File: src/vram_pkg.sv
package vram_pkg;

    // cpu side word and address widths
    localparam int WORD_WIDTH      = 16;
    localparam int VRAM_ADDR_WIDTH = 13;

    // 23lc1024 takes a 24-bit byte address
    localparam int SRAM_ADDR_WIDTH = 24;

    // serial sram instruction bytes
    localparam logic [7:0] CMD_RSTIO = 8'hFF;
    localparam logic [7:0] CMD_EQIO  = 8'h38;
    localparam logic [7:0] CMD_WRITE = 8'h02;
    localparam logic [7:0] CMD_READ  = 8'h03;

    // top left corner of the screen window in raster coordinates
    localparam logic [9:0] SCREEN_H_OFFSET = 10'd8;
    localparam logic [9:0] SCREEN_V_OFFSET = 10'd1;

    // one queued cpu write
    typedef struct packed {
        logic [VRAM_ADDR_WIDTH-1:0] addr;
        logic [WORD_WIDTH-1:0]      data;
    } wr_req_t;

    // pins toward the sram
    typedef struct packed {
        logic       cs_n;
        logic       sck;
        logic       oe;
        logic [3:0] sio;
    } sqi_out_t;

    // one nibble captured during a line read
    typedef struct packed {
        logic       valid;
        logic [3:0] data;
    } rd_nibble_t;

endpackage

File: src/vram_write_queue.sv
`timescale 1ns/1ns

module vram_write_queue #(
    parameter int FIFO_DEPTH = 4
) (
    input  logic                                 clk,
    input  logic                                 reset,
    input  logic                                 wb_cyc_i,
    input  logic                                 wb_stb_i,
    input  logic [vram_pkg::VRAM_ADDR_WIDTH-1:0] wb_adr_i,
    input  logic [vram_pkg::WORD_WIDTH-1:0]      wb_dat_i,
    output logic                                 wb_ack_o,
    input  logic                                 wr_pop_i,
    output logic                                 wr_valid_o,
    output vram_pkg::wr_req_t                    wr_req_o
);

    localparam int PTR_W = (FIFO_DEPTH > 1) ? $clog2(FIFO_DEPTH) : 1;
    localparam int CNT_W = $clog2(FIFO_DEPTH + 1);

    vram_pkg::wr_req_t mem [FIFO_DEPTH];

    logic [PTR_W-1:0] wr_ptr;
    logic [PTR_W-1:0] rd_ptr;
    logic [CNT_W-1:0] count;
    logic             full;
    logic             push;
    logic             pop;

    assign full = (count == CNT_W'(FIFO_DEPTH));

    // the master still holds stb in the cycle it sees the ack
    assign push = wb_cyc_i && wb_stb_i && !full && !wb_ack_o;
    assign pop  = wr_pop_i && wr_valid_o;

    assign wr_valid_o = (count != '0);
    assign wr_req_o   = mem[rd_ptr];

    always_ff @(posedge clk) begin
        if (push) begin
            mem[wr_ptr].addr <= wb_adr_i;
            mem[wr_ptr].data <= wb_dat_i;
        end
    end

    always_ff @(posedge clk) begin
        if (reset) begin
            wr_ptr   <= '0;
            rd_ptr   <= '0;
            count    <= '0;
            wb_ack_o <= 1'b0;
        end else begin
            // ack follows the accepted write by one clock
            wb_ack_o <= push;

            if (push) begin
                if (wr_ptr == PTR_W'(FIFO_DEPTH - 1)) begin
                    wr_ptr <= '0;
                end else begin
                    wr_ptr <= wr_ptr + 1'b1;
                end
            end

            if (pop) begin
                if (rd_ptr == PTR_W'(FIFO_DEPTH - 1)) begin
                    rd_ptr <= '0;
                end else begin
                    rd_ptr <= rd_ptr + 1'b1;
                end
            end

            if (push && !pop) begin
                count <= count + 1'b1;
            end else if (pop && !push) begin
                count <= count - 1'b1;
            end
        end
    end

endmodule

File: src/line_fetcher.sv
`timescale 1ns/1ns

module line_fetcher #(
    parameter int LINE_WORDS   = 2,
    parameter int SCREEN_LINES = 4
) (
    input  logic                 clk,
    input  logic                 reset,
    input  logic [9:0]           hpos_i,
    input  logic [9:0]           vpos_i,
    input  logic                 display_active_i,
    output logic                 fetch_req_o,
    output logic [9:0]           fetch_line_o,
    input  logic                 fetch_start_i,
    input  vram_pkg::rd_nibble_t rd_nibble_i,
    output logic                 pixel_o
);

    localparam int WIN_COLS = LINE_WORDS * vram_pkg::WORD_WIDTH;
    localparam int WIDX_W   = (LINE_WORDS > 1) ? $clog2(LINE_WORDS) : 1;

    // two line buffers, indexed by screen line parity
    logic [vram_pkg::WORD_WIDTH-1:0] line_buf [2][LINE_WORDS];

    logic [9:0]                      next_line;
    logic                            trigger;
    logic [1:0]                      nib_cnt;
    logic [WIDX_W-1:0]               word_cnt;
    logic [11:0]                     nib_acc;
    logic [9:0]                      col;
    logic [9:0]                      row;
    logic                            in_col;
    logic                            in_row;
    logic [vram_pkg::WORD_WIDTH-1:0] pix_word;

    // fetch on the raster line just before each screen line
    assign next_line = vpos_i + 10'd1;
    assign trigger   = (hpos_i == '0)
                    && (next_line >= vram_pkg::SCREEN_V_OFFSET)
                    && (next_line < vram_pkg::SCREEN_V_OFFSET + 10'(SCREEN_LINES));

    always_ff @(posedge clk) begin
        if (reset) begin
            fetch_req_o <= 1'b0;
        end else if (trigger) begin
            fetch_req_o <= 1'b1;
        end else if (fetch_start_i) begin
            fetch_req_o <= 1'b0;
        end
    end

    always_ff @(posedge clk) begin
        if (trigger) begin
            fetch_line_o <= next_line - vram_pkg::SCREEN_V_OFFSET;
        end
    end

    // nibble and word position inside the incoming line
    always_ff @(posedge clk) begin
        if (reset || fetch_start_i) begin
            nib_cnt  <= '0;
            word_cnt <= '0;
        end else if (rd_nibble_i.valid) begin
            nib_cnt <= nib_cnt + 1'b1;
            if (nib_cnt == 2'd3) begin
                word_cnt <= word_cnt + 1'b1;
            end
        end
    end

    // msb nibble arrives first
    always_ff @(posedge clk) begin
        if (rd_nibble_i.valid) begin
            nib_acc <= {nib_acc[7:0], rd_nibble_i.data};
            if (nib_cnt == 2'd3) begin
                line_buf[fetch_line_o[0]][word_cnt] <= {nib_acc, rd_nibble_i.data};
            end
        end
    end

    assign col    = hpos_i - vram_pkg::SCREEN_H_OFFSET;
    assign row    = vpos_i - vram_pkg::SCREEN_V_OFFSET;
    assign in_col = (hpos_i >= vram_pkg::SCREEN_H_OFFSET)
                 && (hpos_i < vram_pkg::SCREEN_H_OFFSET + 10'(WIN_COLS));
    assign in_row = (vpos_i >= vram_pkg::SCREEN_V_OFFSET)
                 && (vpos_i < vram_pkg::SCREEN_V_OFFSET + 10'(SCREEN_LINES));

    assign pix_word = line_buf[row[0]][col[4 +: WIDX_W]];

    // pixels are stored inverted
    always_ff @(posedge clk) begin
        if (reset) begin
            pixel_o <= 1'b0;
        end else begin
            pixel_o <= display_active_i && in_col && in_row && !pix_word[col[3:0]];
        end
    end

endmodule

File: src/sqi_sram_engine.sv
`timescale 1ns/1ns

module sqi_sram_engine #(
    parameter int LINE_WORDS = 2
) (
    input  logic                 clk,
    input  logic                 reset,
    input  logic                 wr_valid_i,
    input  vram_pkg::wr_req_t    wr_req_i,
    output logic                 wr_pop_o,
    input  logic                 fetch_req_i,
    input  logic [9:0]           fetch_line_i,
    output logic                 fetch_start_o,
    output vram_pkg::rd_nibble_t rd_nibble_o,
    input  logic [3:0]           sio_i,
    output vram_pkg::sqi_out_t   sqi_o,
    output logic                 initialized_o
);

    // command, address and dummy clocks ahead of read data
    localparam int READ_HDR_SCK = 10;
    localparam int READ_SCK     = READ_HDR_SCK + 4 * LINE_WORDS;
    localparam int WRITE_SCK    = 12;
    localparam int BOOT_SCK     = 8;
    localparam int CNT_W        = $clog2(READ_SCK + 1);
    localparam int SR_W         = 8 + vram_pkg::SRAM_ADDR_WIDTH + vram_pkg::WORD_WIDTH;

    typedef enum logic [2:0] {
        ST_RSTIO,
        ST_EQIO,
        ST_IDLE,
        ST_READ,
        ST_WRITE
    } state_t;

    state_t                               state;
    logic                                 cs_n_q;
    logic                                 sck_q;
    logic                                 oe_q;
    logic [CNT_W-1:0]                     sck_cnt;
    logic [CNT_W-1:0]                     frame_sck;
    logic [SR_W-1:0]                      sr;
    logic                                 rd_valid_q;
    logic [3:0]                           rd_data_q;
    logic                                 spi_mode;
    logic                                 boot_start;
    logic                                 sck_rise;
    logic                                 sck_fall;
    logic                                 frame_end;
    logic                                 capture;
    logic [7:0]                           boot_cmd;
    logic [vram_pkg::SRAM_ADDR_WIDTH-1:0] rd_addr;
    logic [vram_pkg::SRAM_ADDR_WIDTH-1:0] wr_addr;

    assign spi_mode = (state == ST_RSTIO) || (state == ST_EQIO);
    assign boot_cmd = (state == ST_RSTIO) ? vram_pkg::CMD_RSTIO : vram_pkg::CMD_EQIO;

    // line read wins over a queued write
    assign fetch_start_o = (state == ST_IDLE) && fetch_req_i;
    assign wr_pop_o      = (state == ST_IDLE) && !fetch_req_i && wr_valid_i;
    assign boot_start    = cs_n_q && spi_mode;

    always_comb begin
        case (state)
            ST_READ:  frame_sck = CNT_W'(READ_SCK);
            ST_WRITE: frame_sck = CNT_W'(WRITE_SCK);
            default:  frame_sck = CNT_W'(BOOT_SCK);
        endcase
    end

    assign sck_rise  = !cs_n_q && !sck_q;
    assign frame_end = !cs_n_q && sck_q && (sck_cnt == frame_sck);
    assign sck_fall  = !cs_n_q && sck_q && !frame_end;
    assign capture   = sck_rise && (state == ST_READ) && (sck_cnt >= CNT_W'(READ_HDR_SCK));

    // byte addresses, two bytes per word
    assign rd_addr = vram_pkg::SRAM_ADDR_WIDTH'(fetch_line_i)
                   * vram_pkg::SRAM_ADDR_WIDTH'(LINE_WORDS * 2);
    assign wr_addr = vram_pkg::SRAM_ADDR_WIDTH'({wr_req_i.addr, 1'b0});

    always_ff @(posedge clk) begin
        if (reset) begin
            state         <= ST_RSTIO;
            cs_n_q        <= 1'b1;
            sck_q         <= 1'b0;
            oe_q          <= 1'b1;
            sck_cnt       <= '0;
            rd_valid_q    <= 1'b0;
            initialized_o <= 1'b0;
        end else begin
            rd_valid_q <= capture;

            if (boot_start || fetch_start_o || wr_pop_o) begin
                cs_n_q  <= 1'b0;
                sck_cnt <= '0;
            end
            if (fetch_start_o) begin
                state <= ST_READ;
            end else if (wr_pop_o) begin
                state <= ST_WRITE;
            end

            if (sck_rise) begin
                sck_q   <= 1'b1;
                sck_cnt <= sck_cnt + 1'b1;
            end

            if (sck_fall) begin
                sck_q <= 1'b0;
                // turn the bus around for the data phase
                if (state == ST_READ && sck_cnt == CNT_W'(READ_HDR_SCK)) begin
                    oe_q <= 1'b0;
                end
            end

            if (frame_end) begin
                sck_q  <= 1'b0;
                cs_n_q <= 1'b1;
                oe_q   <= 1'b1;
                case (state)
                    ST_RSTIO: state <= ST_EQIO;
                    ST_EQIO: begin
                        state         <= ST_IDLE;
                        initialized_o <= 1'b1;
                    end
                    default:  state <= ST_IDLE;
                endcase
            end
        end
    end

    // shift buffer and read capture
    always_ff @(posedge clk) begin
        if (boot_start) begin
            sr <= {boot_cmd, (SR_W - 8)'(0)};
        end else if (fetch_start_o) begin
            sr <= {vram_pkg::CMD_READ, rd_addr, (SR_W - 8 - vram_pkg::SRAM_ADDR_WIDTH)'(0)};
        end else if (wr_pop_o) begin
            sr <= {vram_pkg::CMD_WRITE, wr_addr, wr_req_i.data};
        end else if (sck_fall) begin
            sr <= spi_mode ? {sr[SR_W-2:0], 1'b0} : {sr[SR_W-5:0], 4'h0};
        end

        if (capture) begin
            rd_data_q <= sio_i;
        end
    end

    assign rd_nibble_o.valid = rd_valid_q;
    assign rd_nibble_o.data  = rd_data_q;

    assign sqi_o.cs_n = cs_n_q;
    assign sqi_o.sck  = sck_q;
    assign sqi_o.oe   = oe_q;
    // spi mode keeps hold_n high and sends on sio0
    assign sqi_o.sio  = spi_mode ? {1'b1, 2'b00, sr[SR_W-1]} : sr[SR_W-1 -: 4];

endmodule

File: src/spi_video_ram.sv
`timescale 1ns/1ns

module spi_video_ram #(
    parameter int FIFO_DEPTH   = 4,
    parameter int LINE_WORDS   = 2,
    parameter int SCREEN_LINES = 4
) (
    input  logic                                 clk,
    input  logic                                 reset,
    input  logic                                 wb_cyc_i,
    input  logic                                 wb_stb_i,
    input  logic [vram_pkg::VRAM_ADDR_WIDTH-1:0] wb_adr_i,
    input  logic [vram_pkg::WORD_WIDTH-1:0]      wb_dat_i,
    output logic                                 wb_ack_o,
    input  logic [9:0]                           hpos_i,
    input  logic [9:0]                           vpos_i,
    input  logic                                 display_active_i,
    output logic                                 pixel_o,
    input  logic [3:0]                           sio_i,
    output vram_pkg::sqi_out_t                   sqi_o,
    output logic                                 initialized_o
);

    // write queue to engine
    logic                 wr_valid;
    vram_pkg::wr_req_t    wr_req;
    logic                 wr_pop;

    // line fetcher to engine
    logic                 fetch_req;
    logic [9:0]           fetch_line;
    logic                 fetch_start;
    vram_pkg::rd_nibble_t rd_nibble;

    vram_write_queue #(
        .FIFO_DEPTH (FIFO_DEPTH)
    ) u_write_queue (
        .clk        (clk),
        .reset      (reset),
        .wb_cyc_i   (wb_cyc_i),
        .wb_stb_i   (wb_stb_i),
        .wb_adr_i   (wb_adr_i),
        .wb_dat_i   (wb_dat_i),
        .wb_ack_o   (wb_ack_o),
        .wr_pop_i   (wr_pop),
        .wr_valid_o (wr_valid),
        .wr_req_o   (wr_req)
    );

    line_fetcher #(
        .LINE_WORDS   (LINE_WORDS),
        .SCREEN_LINES (SCREEN_LINES)
    ) u_line_fetcher (
        .clk              (clk),
        .reset            (reset),
        .hpos_i           (hpos_i),
        .vpos_i           (vpos_i),
        .display_active_i (display_active_i),
        .fetch_req_o      (fetch_req),
        .fetch_line_o     (fetch_line),
        .fetch_start_i    (fetch_start),
        .rd_nibble_i      (rd_nibble),
        .pixel_o          (pixel_o)
    );

    sqi_sram_engine #(
        .LINE_WORDS (LINE_WORDS)
    ) u_engine (
        .clk           (clk),
        .reset         (reset),
        .wr_valid_i    (wr_valid),
        .wr_req_i      (wr_req),
        .wr_pop_o      (wr_pop),
        .fetch_req_i   (fetch_req),
        .fetch_line_i  (fetch_line),
        .fetch_start_o (fetch_start),
        .rd_nibble_o   (rd_nibble),
        .sio_i         (sio_i),
        .sqi_o         (sqi_o),
        .initialized_o (initialized_o)
    );

endmodule

File: config.mk
export PLATFORM = sky130hd
export DESIGN_NAME = spi_video_ram
export DESIGN_NICKNAME = d
export VERILOG_FILES = /design/src/vram_pkg.sv /design/src/vram_write_queue.sv /design/src/line_fetcher.sv /design/src/sqi_sram_engine.sv /design/src/spi_video_ram.sv
export SDC_FILE = /design/constraint.sdc
export NUM_CORES = 1
export LEC_CHECK = 0
export ABC_CLOCK_PERIOD_IN_PS = 3200
export BUFFER_PORTS_ARGS = -buffer_cell sky130_fd_sc_hd__buf_2
export CORE_ASPECT_RATIO = 0.6
export CORE_MARGIN = 5
export CORE_UTILIZATION = 40
export DETAILED_ROUTE_END_ITERATION = 8
export PLACE_DENSITY = 0.66
export SLEW_MARGIN = 20
export SYNTH_ARGS = -nofsm -noshare
export SYNTH_HDL_FRONTEND = slang
export SYNTH_SLANG_ARGS = --single-unit
File: constraint.sdc
create_clock -name clk -period 3.2 [get_ports clk]
set_input_delay 0 -clock clk [delete_from_list [all_inputs] [get_ports clk]]
set_output_delay 0 -clock clk [all_outputs]
set_load 0.01 [all_outputs]
==> flow_metrics.env <==
export IMPL_syn_nets=909
export IMPL_dr_max_layer_used="met5"
export IMPL_dieArea_um2=33200
export IMPL_wl_met1_um=12900
export IMPL_period_minus_slack_ns=2.55
export IMPL_cpLargestDelayFamily="buffers and inverters"
export IMPL_p_per_area_nw_per_um2=550
export IMPL_routed_wl_um=24600
export IMPL_grtUsageTotal=0.147
export IMPL_cts_setup_buffers=0
export IMPL_cp_end_kind="register"
export IMPL_h_tree_depth=1
export IMPL_synthAdderAreaFrac=0.0165
export IMPL_synthMuxAreaShare=0.110
export IMPL_rows=48
export IMPL_syn_avg_cell_area_um2=14.2
export IMPL_synth_top_area_cell="edfxtp_1"
export IMPL_critPathMaxFanout=21
export IMPL_cp_start_kind="input pin"
export IMPL_drv_cap=0
export IMPL_synth_seq_area_share=0.658
export IMPL_ys_flop_type="edfxtp_1"
export IMPL_setup_viol=0
export IMPL_synth_edf_count=214
export IMPL_async_flop_share=0
export IMPL_start_util=0.409
export IMPL_outcome="finished, final reports clean"
export IMPL_cts_root_buf="clkbuf_16"
export IMPL_placed_cell_area_um2=12600
export IMPL_max_slew_worst_pin_slew_ns=0.943
export IMPL_slowest_stage="mux4_1"
export IMPL_finalClockSkew_ns=0.0157
export IMPL_cts_tree="done"
export IMPL_leakagePower_nw=4.66
export IMPL_nets=1019
export IMPL_finalMaxSlewViolations=0
export IMPL_yosysWarnings=0
export IMPL_num_vias=7162
export IMPL_cp_cell_sequence="dlygate4sd3_1 -> buf_2 -> mux4_1 -> mux4_1 -> o22ai_1 -> a21o_1 -> dlygate4sd3_1"
export IMPL_synthTopCellsByArea="edfxtp_1 (54%), dfxtp_1 (12%), mux4_2 (7.2%)"
export IMPL_io_pins=68
export IMPL_drt_vias_per_instance=5.24
export IMPL_grt_pass1_vias=6812
export IMPL_post_drt_wl_per_cell_um=18.0
export IMPL_grt_pass1_wl_um=38900
export IMPL_dp_hpwl_um=16200
export IMPL_grt_overflow=0
export IMPL_drt_initial_drc_count=667
export IMPL_holdCritPathClass="in2reg"
export IMPL_cts_max_path_buffers=3
export IMPL_synth_top_area_share=0.543
export IMPL_firstDrtPassIters=5
export IMPL_area_growth_syn_to_layout_pct=18.1
export IMPL_final_area_um2=14000
export IMPL_synth_simple_area_share=0.0982
export IMPL_antenna_left=0
export IMPL_rsz0062_at_grt="no"
export IMPL_finalCritPeriodShare=0.796
export IMPL_drive_gt1_frac=0.191
export IMPL_syn_inst=836
export IMPL_wl_met2_um=9930
export IMPL_diodes=0
export IMPL_cp_data_arrival_time_ns=3.05
export IMPL_synth_distinct_cells=61
export IMPL_antenna_found_initial=1
export IMPL_relSlewSlack=0.370
export IMPL_fmax_mhz=393
export IMPL_ir_worst_vdd_v=0.000394
export IMPL_clk_latency_ns=0.55
export IMPL_synth_area_um2=11800
export IMPL_grt_max_degree=57
export IMPL_die_y_um=143
export IMPL_critPathKind="in2reg"
export IMPL_port_buffers=67
export IMPL_hold_viol=0
export IMPL_numCtsBuffers=27
export IMPL_gp_congestion=0.823
export IMPL_setup_tns_ns=0
export IMPL_max_stage_delay_ns=0.63
export IMPL_cts_sinks=282
export IMPL_die_w_um=232
export IMPL_synth_xor_area_share=0.0126
export IMPL_fillers=2548
export IMPL_ys_seq_elements=282
export IMPL_synth_top_family_by_area="multiplexers"
export IMPL_drc=0
export IMPL_crit_required_ns=3.70
export IMPL_routed_wl_met3_um=1250
export IMPL_synth_compound_area_share=0.0761
export IMPL_coreArea_um2=28900
export IMPL_path_buf_inv=3
export IMPL_path_clk_slew_ns=0.06
-- tightest hold or removal path: cells and delay by family --
kind	cells	cell delay, ns
xor gates and xnor gates	1	0.13
buffers and inverters	1	0.15
AOI/OAI and AO/OA	2	0.22
-- per-layer routing --
| metal | vias to the layer above | GRT usage |
|---|---|---|
| li1 | 3429 | - |
| met1 | 3536 | 0.242 |
| met2 | 156 | 0.200 |
| met3 | 39 | 0.0260 |
| met4 | 2 | 0.0314 |
| met5 | - | 0 |
-- synth_stat cells (7+ instances only) --
| cell | count |
|---|---|
| a211oi_1 | 12 |
| a21oi_1 | 35 |
| a311oi_1 | 16 |
| and2_1 | 9 |
| buf_2 | 14 |
| buf_4 | 7 |
| clkbuf_1 | 29 |
| dfxtp_1 | 68 |
| edfxtp_1 | 214 |
| ha_1 | 14 |
| inv_1 | 13 |
| mux2i_1 | 20 |
| mux4_1 | 9 |
| mux4_2 | 38 |
| nand2_1 | 110 |
| nand3_1 | 25 |
| nor2_1 | 42 |
| nor3_1 | 23 |
| o211ai_1 | 16 |
| o21ai_0 | 31 |
| xor2_1 | 11 |
-- what timing repair did --
action                                  CTS  global route
gates resized for setup                   0             0
endpoints found under the setup margin    0             0
hold endpoints to repair                150             0
hold buffers                             46             0
-- through the flow --
stage                     power, mW  utilization  setup slack, ns  instances  hold slack, ns
after floorplan                4.36            -            0.595        836          0.0989
after global placement         4.50        0.436            0.824       1271           0.181
after detailed placement       4.51        0.436            0.727       1271           0.180
after CTS                      7.79        0.483            0.662       1367          0.0447
after global routing           8.00        0.483            0.527       1367          0.0803
final                          7.70        0.483            0.653       1367          0.0590
-- cell usage in the layout, fill, tap and decap left out, types with 12 or more instances in the layout --
master / instances
edfxtp_1: 214
nand2_1: 110
dfxtp_1: 67
buf_2: 67
dlygate4sd3_1: 46
nor2_1: 41
mux4_2: 38
a21oi_1: 35
o21ai_0: 31
clkbuf_16: 27
nand3_1: 25
nor3_1: 22
buf_4: 21
mux2i_1: 20
o211ai_1: 16
a311oi_1: 16
ha_1: 14
inv_1: 13
a211oi_1: 12
-- power breakdown --
group          internal [mW]  leakage, nW  switching [mW]
combinational          0.199         1.72           0.240
clock                   1.88        0.446            1.34
sequential              3.99         2.49          0.0410
-- cell type report --
cell class | instances | area, um2 | share of cell area
clock buffer | 34 | 732 | 0.0524
sequential | 282 | 7790 | 0.557
inverter | 14 | 52.6 | 0.00376
clock inverter | 16 | 179 | 0.0128
tap | 400 | 500 | 0.0358
timing repair buffer | 136 | 993 | 0.0711
multi-input combinational | 485 | 3730 | 0.267
-- logic make-up after synthesis --
family	count (synthesis)
flip-flops	282
AND/OR/NAND/NOR	249
AO/OA/AOI/OAI	136
buffers and inverters	69
multiplexers	68
XOR/XNOR	17
adder cells (fa/ha/maj)	15
-- state kept, by name, summed over array words and instances (netlist names), 2 cells and up, named ones only --
signal and count:
u_engine.sr 48, u_write_queue.count 3, u_line_fetcher.nib_acc 12, u_engine.state 3
u_engine.sck_cnt 5, u_write_queue.rd_ptr 2, u_line_fetcher.nib_cnt 2, u_write_queue.mem 116
u_engine.rd_data_q 4, u_line_fetcher.line_buf 64, u_write_queue.wr_ptr 2, u_line_fetcher.fetch_line_o 10
-- worst paths after layout --
| check | slack, ns | start | cells past startpoint | to |
|---|---|---|---|---|
| setup / recovery | 0.65 | vpos_i[0] | 7 | u_line_fetcher.pixel_o |
| hold reg to reg | 0.47 | u_engine.sr[22] | 2 | u_engine.sr[22] |
| hold / removal | 0.06 | vpos_i[1] | 4 | u_line_fetcher.fetch_line_o[6] |
| setup reg to reg | 0.78 | u_engine.state[1] | 10 | u_write_queue.count[2] |
(Power assumes the default switching activity.)
